File: src/gcode_defines.svh
`ifndef GCODE_DEFINES_SVH
`define GCODE_DEFINES_SVH

// One character from the reader
`define GC_CHAR_BITS 8

// Signed coordinate as emitted on op_x .. op_j
`define GC_COORD_BITS 16

// Digits allowed in one number word, one more is a format error
`define GC_MAX_DIGITS 4

// Width of the command code
`define GC_OP_CMD_BITS 3

// Digit counter must reach GC_MAX_DIGITS + 1
`define GC_DIGIT_CNT_BITS ($clog2(`GC_MAX_DIGITS + 2))

`endif

File: src/gcode_pkg.sv
`include "gcode_defines.svh"

package gcode_pkg;

	// Decoded G word
	typedef enum logic [`GC_OP_CMD_BITS-1:0] {
		OP_CMD_G00,
		OP_CMD_G01,
		OP_CMD_G02,
		OP_CMD_G03,
		OP_CMD_G90,
		OP_CMD_G91,
		OP_CMD_NONE   // Unknown or malformed G word
	} op_cmd_e;

	// Line-level parser
	typedef enum logic [2:0] {
		IDLE,
		READ_LETTER,
		READ_NUMBER,
		DISPATCH,
		WAIT_SUB,
		EMIT
	} parser_state_e;

	// Axis word reader
	typedef enum logic [1:0] {
		WAIT_TRIG,
		READ_AXIS,
		READ_VALUE,
		FINISH
	} sub_state_e;

endpackage : gcode_pkg

File: src/subparser_if.sv
`timescale 1ns/100ps

interface subparser_if;

	logic trigger;      // Start of the subparser, one cycle
	logic done;         // End of line reached, one cycle
	logic rdy;          // Subparser idle and able to take trigger
	logic rd_trigger;   // Character request from the subparser
	logic rd_done;      // Character returned by the reader
	logic rd_rdy;       // Reader lent to the subparser
	logic is_empty;     // Reader has nothing to give
	logic success;      // Valid with done
	logic newline;      // Valid with done, line consumed through the newline

	// Line-level side
	modport parser (
		output trigger, rd_done, rd_rdy, is_empty,
		input  done, rdy, rd_trigger, success, newline
	);

	// Subparser side
	modport sub (
		input  trigger, rd_done, rd_rdy, is_empty,
		output done, rdy, rd_trigger, success, newline
	);

endinterface : subparser_if

File: src/coord_subparser.sv
`timescale 1ns/100ps

`include "gcode_defines.svh"

module coord_subparser import gcode_pkg::*; #(
	parameter bit ARC_WORDS = 1'b0      // Accept I and J
) (
	input  logic                              clk,
	input  logic                              rst_n,
	subparser_if.sub                          sub,
	input  logic [`GC_CHAR_BITS-1:0]          rd_char,
	output logic signed [`GC_COORD_BITS-1:0]  coord_x,
	output logic signed [`GC_COORD_BITS-1:0]  coord_y,
	output logic signed [`GC_COORD_BITS-1:0]  coord_i,
	output logic signed [`GC_COORD_BITS-1:0]  coord_j
);

	sub_state_e state;

	logic       rd_pending;
	logic       fail;          // Line rejected, still consumed to the newline
	logic       got_minus;
	logic [1:0] axis;          // X, Y, I, J
	logic [3:0] seen;
	logic       is_letter;
	logic [1:0] letter_axis;
	logic       axis_ok;
	logic       is_digit;
	logic       is_end;
	logic       minus_en;
	logic       digit_en;

	logic signed [`GC_COORD_BITS-1:0]  acc_value;
	logic [`GC_DIGIT_CNT_BITS-1:0]     acc_count;
	logic                              acc_ovf;

	// ~~~~~~~~~~~~~~~~~~~~~~~~~~~~~~~~~~~~~~~~~~~~~~~~~~
	// Handshake
	// ~~~~~~~~~~~~~~~~~~~~~~~~~~~~~~~~~~~~~~~~~~~~~~~~~~
	assign sub.rdy        = (state == WAIT_TRIG);
	assign sub.done       = (state == FINISH);
	assign sub.success    = (state == FINISH) && !fail;
	assign sub.newline    = (state == FINISH);
	assign sub.rd_trigger = sub.rd_rdy && !sub.is_empty && !rd_pending &&
		((state == READ_AXIS) || (state == READ_VALUE));

	always_comb begin
		is_letter   = 1'b1;
		letter_axis = 2'd0;
		case (rd_char)
			"X":     letter_axis = 2'd0;
			"Y":     letter_axis = 2'd1;
			"I":     letter_axis = 2'd2;
			"J":     letter_axis = 2'd3;
			default: is_letter = 1'b0;
		endcase
	end

	assign axis_ok  = is_letter && (ARC_WORDS || !letter_axis[1]) && !seen[letter_axis];
	assign is_digit = (rd_char >= "0") && (rd_char <= "9");
	assign is_end   = (rd_char == " ") || (rd_char == "\n");
	assign minus_en = (state == READ_VALUE) && sub.rd_done && (rd_char == "-") &&
		(acc_count == '0) && !got_minus;
	assign digit_en = (state == READ_VALUE) && sub.rd_done && is_digit;

	number_accumulator i_value (
		.clk         (clk),
		.rst_n       (rst_n),
		.clear       ((state == READ_AXIS) && sub.rd_done && axis_ok),
		.digit_en    (digit_en),
		.minus_en    (minus_en),
		.digit       (rd_char[3:0]),
		.value       (acc_value),
		.digit_count (acc_count),
		.overflow    (acc_ovf)
	);

	always_ff @(posedge clk or negedge rst_n) begin
		if (!rst_n) begin
			state      <= WAIT_TRIG;
			rd_pending <= 1'b0;
			fail       <= 1'b0;
			got_minus  <= 1'b0;
			axis       <= 2'd0;
			seen       <= '0;
			coord_x    <= '0;
			coord_y    <= '0;
			coord_i    <= '0;
			coord_j    <= '0;
		end else begin
			if (sub.rd_trigger)
				rd_pending <= 1'b1;
			else if (sub.rd_done)
				rd_pending <= 1'b0;

			case (state)
				WAIT_TRIG: if (sub.trigger) begin
					coord_x <= '0;     // Missing axes read as zero
					coord_y <= '0;
					coord_i <= '0;
					coord_j <= '0;
					seen    <= '0;
					fail    <= 1'b0;
					state   <= READ_AXIS;
				end
				READ_AXIS: if (sub.rd_done) begin
					if (rd_char == "\n") begin
						state <= FINISH;
					end else if (axis_ok) begin
						axis              <= letter_axis;
						seen[letter_axis] <= 1'b1;
						got_minus         <= 1'b0;
						state             <= READ_VALUE;
					end else if (rd_char != " ") begin
						fail <= 1'b1;      // Bad or repeated letter
					end
				end
				READ_VALUE: if (sub.rd_done) begin
					if (is_end) begin
						if (acc_count == '0 || acc_ovf)
							fail <= 1'b1;
						else begin
							case (axis)
								2'd0: coord_x <= acc_value;
								2'd1: coord_y <= acc_value;
								2'd2: coord_i <= acc_value;
								default: coord_j <= acc_value;
							endcase
						end
						state <= (rd_char == "\n") ? FINISH : READ_AXIS;
					end else if (minus_en) begin
						got_minus <= 1'b1;
					end else if (!is_digit) begin
						fail <= 1'b1;
					end
				end
				FINISH:  state <= WAIT_TRIG;
				default: state <= WAIT_TRIG;
			endcase
		end
	end

	// Trigger comes from the FSM through the chooser
	a_done_trigger: assert property (@(posedge clk) disable iff (!rst_n)
		!(sub.done && sub.trigger))
		else $error("done and trigger high together");

endmodule : coord_subparser

File: src/gcode_parser.sv
`timescale 1ns/100ps

`include "gcode_defines.svh"

module gcode_parser import gcode_pkg::*; (
	input  logic                              clk,
	input  logic                              rst_n,
	output logic                              rd_trigger,
	input  logic                              rd_done,
	input  logic [`GC_CHAR_BITS-1:0]          rd_char,
	input  logic                              is_empty,
	output logic                              op_valid,
	output logic                              op_error,
	output op_cmd_e                           op_cmd,
	output logic                              op_abs,
	output logic signed [`GC_COORD_BITS-1:0]  op_x,
	output logic signed [`GC_COORD_BITS-1:0]  op_y,
	output logic signed [`GC_COORD_BITS-1:0]  op_i,
	output logic signed [`GC_COORD_BITS-1:0]  op_j
);

	subparser_if fsm_if ();
	subparser_if lin_if ();
	subparser_if arc_if ();
	subparser_if skip_if ();

	logic signed [`GC_COORD_BITS-1:0] lin_x, lin_y, lin_i, lin_j;
	logic signed [`GC_COORD_BITS-1:0] arc_x, arc_y, arc_i, arc_j;
	logic                             use_arc;

	gcode_parser_fsm i_fsm (
		.clk        (clk),
		.rst_n      (rst_n),
		.rd_trigger (rd_trigger),
		.rd_done    (rd_done),
		.rd_char    (rd_char),
		.is_empty   (is_empty),
		.sub        (fsm_if.parser),
		.cmd        (op_cmd),
		.op_valid   (op_valid),
		.op_error   (op_error),
		.op_abs     (op_abs)
	);

	subparser_input_chooser i_chooser (
		.cmd      (op_cmd),
		.sub_in   (fsm_if.sub),
		.lin_out  (lin_if.parser),
		.arc_out  (arc_if.parser),
		.skip_out (skip_if.parser)
	);

	coord_subparser #(.ARC_WORDS(1'b0)) i_lin (
		.clk(clk), .rst_n(rst_n), .sub(lin_if.sub), .rd_char(rd_char),
		.coord_x(lin_x), .coord_y(lin_y), .coord_i(lin_i), .coord_j(lin_j)
	);

	coord_subparser #(.ARC_WORDS(1'b1)) i_arc (
		.clk(clk), .rst_n(rst_n), .sub(arc_if.sub), .rd_char(rd_char),
		.coord_x(arc_x), .coord_y(arc_y), .coord_i(arc_i), .coord_j(arc_j)
	);

	line_skipper i_skip (
		.clk     (clk),
		.rst_n   (rst_n),
		.sub     (skip_if.sub),
		.rd_char (rd_char)
	);

	// Linear instance never writes I and J, so they read 0
	assign use_arc = (op_cmd == OP_CMD_G02) || (op_cmd == OP_CMD_G03);
	assign op_x    = use_arc ? arc_x : lin_x;
	assign op_y    = use_arc ? arc_y : lin_y;
	assign op_i    = use_arc ? arc_i : lin_i;
	assign op_j    = use_arc ? arc_j : lin_j;

endmodule : gcode_parser

File: src/gcode_parser_fsm.sv
`timescale 1ns/100ps

`include "gcode_defines.svh"

module gcode_parser_fsm import gcode_pkg::*; (
	input  logic                       clk,
	input  logic                       rst_n,
	output logic                       rd_trigger,
	input  logic                       rd_done,
	input  logic [`GC_CHAR_BITS-1:0]   rd_char,
	input  logic                       is_empty,
	subparser_if.parser                sub,
	output op_cmd_e                    cmd,
	output logic                       op_valid,
	output logic                       op_error,
	output logic                       op_abs
);

	parser_state_e state;
	parser_state_e state_nxt;

	logic rd_pending;   // Any request outstanding on the reader
	logic own_state;    // FSM holds the reader itself
	logic lent;
	logic own_trig;
	logic char_done;
	logic is_digit;
	logic digit_en;

	logic signed [`GC_COORD_BITS-1:0]  acc_value;
	logic [`GC_DIGIT_CNT_BITS-1:0]     acc_count;
	logic                              acc_ovf;

	function automatic op_cmd_e decode_g(input logic signed [`GC_COORD_BITS-1:0] num);
		case (num)
			0:       return OP_CMD_G00;
			1:       return OP_CMD_G01;
			2:       return OP_CMD_G02;
			3:       return OP_CMD_G03;
			90:      return OP_CMD_G90;
			91:      return OP_CMD_G91;
			default: return OP_CMD_NONE;
		endcase
	endfunction

	assign own_state = (state == READ_LETTER) || (state == READ_NUMBER);
	assign lent      = (state == DISPATCH) || (state == WAIT_SUB);
	assign own_trig  = own_state && !rd_pending && !is_empty;
	assign char_done = own_state && rd_done;
	assign is_digit  = (rd_char >= "0") && (rd_char <= "9");
	assign digit_en  = char_done && (state == READ_NUMBER) && is_digit;

	// ~~~~~~~~~~~~~~~~~~~~~~~~~~~~~~~~~~~~~~~~~~~~~~~~~~
	// Reader sharing
	// ~~~~~~~~~~~~~~~~~~~~~~~~~~~~~~~~~~~~~~~~~~~~~~~~~~
	assign rd_trigger   = own_trig || (lent && sub.rd_trigger);
	assign sub.rd_done  = lent && rd_done;
	assign sub.rd_rdy   = lent;
	assign sub.is_empty = is_empty;
	assign sub.trigger  = (state == DISPATCH) && sub.rdy;

	number_accumulator i_g_number (
		.clk         (clk),
		.rst_n       (rst_n),
		.clear       (state == IDLE),
		.digit_en    (digit_en),
		.minus_en    (1'b0),       // G words carry no sign
		.digit       (rd_char[3:0]),
		.value       (acc_value),
		.digit_count (acc_count),
		.overflow    (acc_ovf)
	);

	always_comb begin
		state_nxt = state;
		case (state)
			IDLE:        state_nxt = READ_LETTER;
			READ_LETTER: if (char_done) begin
				if (rd_char == "\n")
					state_nxt = EMIT;        // Empty line
				else if (rd_char == "G")
					state_nxt = READ_NUMBER;
				else
					state_nxt = DISPATCH;    // Skipper eats the rest
			end
			READ_NUMBER: if (char_done) begin
				if (rd_char == "\n")
					state_nxt = EMIT;        // G word needs a trailing space
				else if (!is_digit)
					state_nxt = DISPATCH;
			end
			DISPATCH:    if (sub.rdy) state_nxt = WAIT_SUB;
			WAIT_SUB:    if (sub.done) state_nxt = EMIT;
			EMIT:        state_nxt = IDLE;
			default:     state_nxt = IDLE;
		endcase
	end

	always_ff @(posedge clk or negedge rst_n) begin
		if (!rst_n) begin
			state      <= IDLE;
			rd_pending <= 1'b0;
			cmd        <= OP_CMD_NONE;
			op_valid   <= 1'b0;
			op_error   <= 1'b0;
			op_abs     <= 1'b1;   // Absolute mode out of reset
		end else begin
			state    <= state_nxt;
			op_valid <= 1'b0;
			op_error <= 1'b0;

			if (rd_trigger)
				rd_pending <= 1'b1;
			else if (rd_done)
				rd_pending <= 1'b0;

			if (state == IDLE)
				cmd <= OP_CMD_NONE;
			else if (char_done && (state == READ_NUMBER) && (rd_char == " "))
				cmd <= (acc_count == '0 || acc_ovf) ? OP_CMD_NONE : decode_g(acc_value);

			if ((state == WAIT_SUB) && sub.done) begin
				if (sub.success && sub.newline && (cmd != OP_CMD_NONE))
					op_valid <= 1'b1;
				else
					op_error <= 1'b1;
				if (sub.success && (cmd == OP_CMD_G90))
					op_abs <= 1'b1;
				if (sub.success && (cmd == OP_CMD_G91))
					op_abs <= 1'b0;
			end else if (char_done && (rd_char == "\n")) begin
				op_error <= 1'b1;    // Line ended inside the G word
			end
		end
	end

	// Covers requests from the subparsers too
	a_one_read: assert property (@(posedge clk) disable iff (!rst_n)
		rd_trigger |-> !rd_pending)
		else $error("rd_trigger issued while a read is outstanding");

endmodule : gcode_parser_fsm

File: src/line_skipper.sv
`timescale 1ns/100ps

`include "gcode_defines.svh"

module line_skipper (
	input  logic                       clk,
	input  logic                       rst_n,
	subparser_if.sub                   sub,
	input  logic [`GC_CHAR_BITS-1:0]   rd_char
);

	logic busy;         // Consuming the line
	logic finish;       // Newline seen, done this cycle
	logic rd_pending;

	assign sub.rdy        = !busy && !finish;
	assign sub.done       = finish;
	assign sub.success    = finish;   // Error decision stays with the FSM
	assign sub.newline    = finish;
	assign sub.rd_trigger = busy && sub.rd_rdy && !sub.is_empty && !rd_pending;

	always_ff @(posedge clk or negedge rst_n) begin
		if (!rst_n) begin
			busy       <= 1'b0;
			finish     <= 1'b0;
			rd_pending <= 1'b0;
		end else begin
			finish <= 1'b0;
			if (sub.rd_trigger)
				rd_pending <= 1'b1;
			else if (sub.rd_done)
				rd_pending <= 1'b0;

			if (sub.trigger)
				busy <= 1'b1;
			else if (busy && sub.rd_done && (rd_char == "\n")) begin
				busy   <= 1'b0;
				finish <= 1'b1;
			end
		end
	end

endmodule : line_skipper

File: src/number_accumulator.sv
`timescale 1ns/100ps

`include "gcode_defines.svh"

module number_accumulator (
	input  logic                               clk,
	input  logic                               rst_n,
	input  logic                               clear,
	input  logic                               digit_en,
	input  logic                               minus_en,
	input  logic [3:0]                         digit,
	output logic signed [`GC_COORD_BITS-1:0]   value,
	output logic [`GC_DIGIT_CNT_BITS-1:0]      digit_count,
	output logic                               overflow
);

	localparam logic [`GC_DIGIT_CNT_BITS-1:0] MAX_CNT = `GC_MAX_DIGITS;

	logic [`GC_COORD_BITS-1:0] magnitude;
	logic                      negative;

	always_ff @(posedge clk or negedge rst_n) begin
		if (!rst_n) begin
			magnitude   <= '0;
			negative    <= 1'b0;
			digit_count <= '0;
		end else if (clear) begin
			magnitude   <= '0;
			negative    <= 1'b0;
			digit_count <= '0;
		end else begin
			if (minus_en)
				negative <= 1'b1;
			if (digit_en) begin
				if (digit_count <= MAX_CNT)
					digit_count <= digit_count + 1'b1;   // Saturates one past the limit
				if (digit_count < MAX_CNT)
					magnitude <= magnitude * `GC_COORD_BITS'(10) + `GC_COORD_BITS'(digit);
			end
		end
	end

	assign overflow = digit_count > MAX_CNT;
	assign value    = negative ? -$signed(magnitude) : $signed(magnitude);

	// Callers decode one character per cycle
	a_sign_or_digit: assert property (@(posedge clk) disable iff (!rst_n)
		!(digit_en && minus_en))
		else $error("minus_en and digit_en high together");

endmodule : number_accumulator

File: src/subparser_input_chooser.sv
`timescale 1ns/100ps

module subparser_input_chooser import gcode_pkg::*; (
	input  op_cmd_e       cmd,
	subparser_if.sub      sub_in,
	subparser_if.parser   lin_out,
	subparser_if.parser   arc_out,
	subparser_if.parser   skip_out
);

	logic lin_sel;
	logic arc_sel;
	logic skip_sel;

	always_comb begin
		lin_sel  = 1'b0;
		arc_sel  = 1'b0;
		skip_sel = 1'b0;
		case (cmd)
			OP_CMD_G00, OP_CMD_G01: lin_sel = 1'b1;
			OP_CMD_G02, OP_CMD_G03: arc_sel = 1'b1;
			default:                skip_sel = 1'b1;   // G90, G91 and bad lines
		endcase
	end

	// ~~~~~~~~~~~~~~~~~~~~~~~~~~~~~~~~~~~~~~~~~~~~~~~~~~
	// Forward path, idle subparsers see all zeros
	// ~~~~~~~~~~~~~~~~~~~~~~~~~~~~~~~~~~~~~~~~~~~~~~~~~~
	assign lin_out.trigger   = lin_sel & sub_in.trigger;
	assign lin_out.rd_done   = lin_sel & sub_in.rd_done;
	assign lin_out.rd_rdy    = lin_sel & sub_in.rd_rdy;
	assign lin_out.is_empty  = lin_sel & sub_in.is_empty;

	assign arc_out.trigger   = arc_sel & sub_in.trigger;
	assign arc_out.rd_done   = arc_sel & sub_in.rd_done;
	assign arc_out.rd_rdy    = arc_sel & sub_in.rd_rdy;
	assign arc_out.is_empty  = arc_sel & sub_in.is_empty;

	assign skip_out.trigger  = skip_sel & sub_in.trigger;
	assign skip_out.rd_done  = skip_sel & sub_in.rd_done;
	assign skip_out.rd_rdy   = skip_sel & sub_in.rd_rdy;
	assign skip_out.is_empty = skip_sel & sub_in.is_empty;

	// Return path from the selected subparser
	always_comb begin
		if (lin_sel) begin
			sub_in.done       = lin_out.done;
			sub_in.rdy        = lin_out.rdy;
			sub_in.rd_trigger = lin_out.rd_trigger;
			sub_in.success    = lin_out.success;
			sub_in.newline    = lin_out.newline;
		end else if (arc_sel) begin
			sub_in.done       = arc_out.done;
			sub_in.rdy        = arc_out.rdy;
			sub_in.rd_trigger = arc_out.rd_trigger;
			sub_in.success    = arc_out.success;
			sub_in.newline    = arc_out.newline;
		end else begin
			sub_in.done       = skip_out.done;
			sub_in.rdy        = skip_out.rdy;
			sub_in.rd_trigger = skip_out.rd_trigger;
			sub_in.success    = skip_out.success;
			sub_in.newline    = skip_out.newline;
		end
	end

endmodule : subparser_input_chooser

File: config.mk
export PLATFORM = sky130hd
export DESIGN_NAME = gcode_parser
export DESIGN_NICKNAME = d
export VERILOG_FILES = /design/src/gcode_pkg.sv /design/src/subparser_if.sv /design/src/coord_subparser.sv /design/src/gcode_parser.sv /design/src/gcode_parser_fsm.sv /design/src/line_skipper.sv /design/src/number_accumulator.sv /design/src/subparser_input_chooser.sv
export VERILOG_INCLUDE_DIRS = /design/src /design/src/src
export SDC_FILE = /design/constraint.sdc
export NUM_CORES = 1
export LEC_CHECK = 0
export ABC_AREA = 0
export ABC_CLOCK_PERIOD_IN_PS = 2720
export BUFFER_PORTS_ARGS = -buffer_cell sky130_fd_sc_hd__buf_2
export CAP_MARGIN = 25
export CORE_MARGIN = 8
export CORE_UTILIZATION = 40
export CTS_CLUSTER_SIZE = 25
export DETAILED_ROUTE_END_ITERATION = 7
export GPL_ROUTABILITY_DRIVEN = 0
export PLACE_DENSITY = 0.6
export SYNTH_ARGS = -nofsm -noshare
export SYNTH_HDL_FRONTEND = slang
export SYNTH_HIERARCHICAL = 1
export SYNTH_SLANG_ARGS = --single-unit
File: constraint.sdc
create_clock -name clk -period 2.72 [get_ports clk]
set_input_delay 0 -clock clk [delete_from_list [all_inputs] [get_ports clk]]
set_output_delay 0 -clock clk [all_outputs]
set_load 0.02 [all_outputs]
==> results by group <==
Yosys
  • Synth Instances: 1573
  • Seq/Total Area, Yosys: 0.346
  • FF+latch count, synth: 221
  • Top_reg_cell synth: dfrtp_1
  • Yosys warns: 6
  • Ys async rst share: 1.00
  • Synth cell types: 109
  • Synth Area per Inst: 10.2 µm²
  • EDFF count, synth: 0
  • Syn Std Cell Area: 16000 µm²
  • Post-synth net total: 1686

Pwr
  • Worst VDD drop: 0.417 mV
  • PwrDens: 440 nW/µm²
  • Static leakage: 9.52 nW
  • Design Power: 8.53 mW

Detailed routing
  • Post-route DRC: 0
  • Router iterations before antenna repair: 5
  • Iteration-0 DRC Markers: 799
  • Routed len/inst: 18.5 µm
  • Post-route ant nets: 0
  • DR vias/cell: 5.55
  • Routed via count: 12923
  • Total Wirelength: 43000 µm

Finish
  • Area Growth Syn to Fin: 21.5%
  • Most frequent cells in the layout: dfrtp_1, nand2_1, buf_4, buf_2, ha_1
  • Share of post-route cells with drive strength above 1: 0.325
  • Final Cell Area: 19400 µm²
  • Nets@finish: 1898
  • N_diodes: 0
  • Most common cell after layout, fill and taps aside: dfrtp_1

STA
  • Final period utilization: 1.03
  • Sum Neg Setup Slack: -370 ps
  • Tmin final: 2800 ps
  • Final setup margin: -83.5 ps
  • Rel. slew slack: 0.508
  • Final Hold Vio Count: 0
  • Max-slew violations: 0
  • Worst-Margin Slew: 735 ps
  • Setup Viol. Count Final: 8
  • Maximum clock rate: 0.357 GHz
  • Unrepaired setup endpoints after global routing: true
  • Worst Clk Skew: 13.3 ps

Setup path
  • CP Capture Type: flop
  • WP data required: 3140 ps
  • Crit path kind: flop to flop
  • Crit Path Max Fanout: 4
  • Startpoint type of the worst setup path: flop
  • CP arrival: 3220 ps

Floorplan
  • Die H: 216 µm
  • Io pins: 83
  • Die area: 46600 µm²
  • Cell Rows: 73
  • Initial Utilization: 0.404
  • Die Wd: 216 µm
  • Core outline area: 39500 µm²

Global route
  • Gr ovfl total: 0
  • Largest net degree at the start of global routing: 84
  • First-pass GRT wire length: 69600 µm
  • Initial antenna violation count: 0
  • Global Route Usage Sum: 0.179
  • Vias in the first global route: 12960

Clocking
  • # clock sinks: 221
  • H-tree depth: 1
  • CTS Buffer Depth: 3
  • Clock slew at reported path FFs: 60 ps
  • Worst-Skew Late Latency: 540 ps
  • TritonCTS Buffers: 25
  • Root buffer cell: clkbuf_16
  • TritonCTS clock tree: yes

Placement
  • DP Area: 17800 µm²
  • Hpwl dp: 31000 µm
  • Number of port buffers: 82

Flow run
  • Max_cap viols: 0

Status
  • Status: complete, but fails checks
  • Failing checks: setup timing

Hold path
  • Hold crit path type: primary input to flop
cells in the mapped netlist (9+ instances only):
cell type	count	share of area
dfrtp_1	218	0.34
nand2_1	164	0.039
ha_1	95	0.074
o21ai_0	73	0.023
xnor2_1	72	0.039
mux2_4	70	0.066
nand3_1	69	0.022
mux2_2	65	0.046
nor2_1	63	0.015
a21oi_1	48	0.015
o211ai_1	45	0.021
inv_1	40	0.0094
a22o_1	34	0.019
and2_1	33	0.013
clkbuf_1	33	0.0078
xor2_1	28	0.015
nor3_1	27	0.0085
a21o_1	19	0.0089
o31ai_1	18	0.0085
nand2b_1	17	0.0067
a2bb2oi_1	16	0.0088
and3_1	16	0.0063
o211ai_2	15	0.012
buf_4	13	0.0061
nand3b_1	13	0.0061
mux2i_1	12	0.0075
nand4_1	12	0.0047
a31oi_1	11	0.0043
buf_6	11	0.0078
nor2b_1	10	0.0039
buf_12	9	0.011
metrics by stage:
stage               worst slack [ps]  hold slack [ps]   util  cells
global placement               -84.0            -34.5  0.449   2249
global route                    -226             53.1  0.491   2327
detailed placement              -122            -23.4  0.449   2250
CTS                            -56.6             13.4  0.480   2316
finish                         -83.5             53.4  0.491   2327
floorplan                      -42.8             -296      -   1573
power breakdown:
| part | switching (mW) | internal [mW] | leakage [nW] |
|---|---|---|---|
| clock network | 1.36 | 1.83 | 0.378 |
| logic | 1.09 | 0.702 | 6.11 |
| registers | 0.137 | 3.42 | 3.03 |
cell families after synthesis:
family          share of synthesized area
compound gates                      0.168
xor+xnor                           0.0579
fa+ha+maj                          0.0819
buf+inv                            0.0457
flops                               0.346
mux                                 0.119
other cells                      0.000235
simple gates                        0.181
routing by layer:
| layer | share of wire | global-route usage | vias up |
|---|---|---|---|
| met4 | 0.027 | 0.0529 | 0 |
| met5 | 0 | 0 | - |
| li1 | - | - | 6213 |
| met3 | 0.039 | 0.0267 | 70 |
| met1 | 0.45 | 0.235 | 6391 |
| met2 | 0.49 | 0.301 | 249 |
worst max-delay path: stages, from the launching register on:
cell	delay, ps
dfrtp_1	410
ha_4	250
ha_4	160
fa_2	410
a211oi_4	310
nor2_1	140
o22ai_2	160
xor2_2	130
or3_4	420
xnor2_1	130
a22o_1	170
worst paths after layout:
check / start / end / slack, ps / cells after the start
max in group asynchronous: rst_n / i_lin/state[1] / 740 / 4
setup reg to reg: i_fsm/i_g_number/magnitude[3] / i_fsm/i_g_number/magnitude[13] / -80 / 10
hold / removal: rd_char[5] / i_fsm/cmd[2] / 50 / 4
hold reg to reg: i_fsm/cmd[0] / i_fsm/op_abs / 470 / 1
setup / recovery: i_fsm/i_g_number/magnitude[3] / i_fsm/i_g_number/magnitude[13] / -80 / 10
min in group asynchronous: rst_n / i_fsm/state[2] / 500 / 3
sequential cells by signal (all words and copies together), names as in the netlist, 4 cells and up:
signal,cells
i_arc/coord_i,16
i_arc/coord_j,16
i_arc/coord_x,16
i_arc/coord_y,16
i_arc/i_value/magnitude,16
i_arc/seen,4
i_fsm/i_g_number/magnitude,16
i_lin/coord_i,16
i_lin/coord_j,16
i_lin/coord_x,16
i_lin/coord_y,16
i_lin/i_value/magnitude,16
timing repair:
item	CTS	global route
hold buffers	9	0
resized for setup	47	63
setup endpoints to repair	16	127
pin swaps	27	15
endpoints found under the hold margin	228	0
buffers inserted	13	11
area by class of cell:
type / count / area [µm²]
fill: 3592 / 20100
multi-input combinational: 1235 / 10400
sequential: 221 / 5540
timing repair buffer: 262 / 1930
clock buffer: 38 / 724
tap: 525 / 657
inverter: 40 / 150
clock inverter: 6 / 33.8
(Power assumes the default switching activity.)
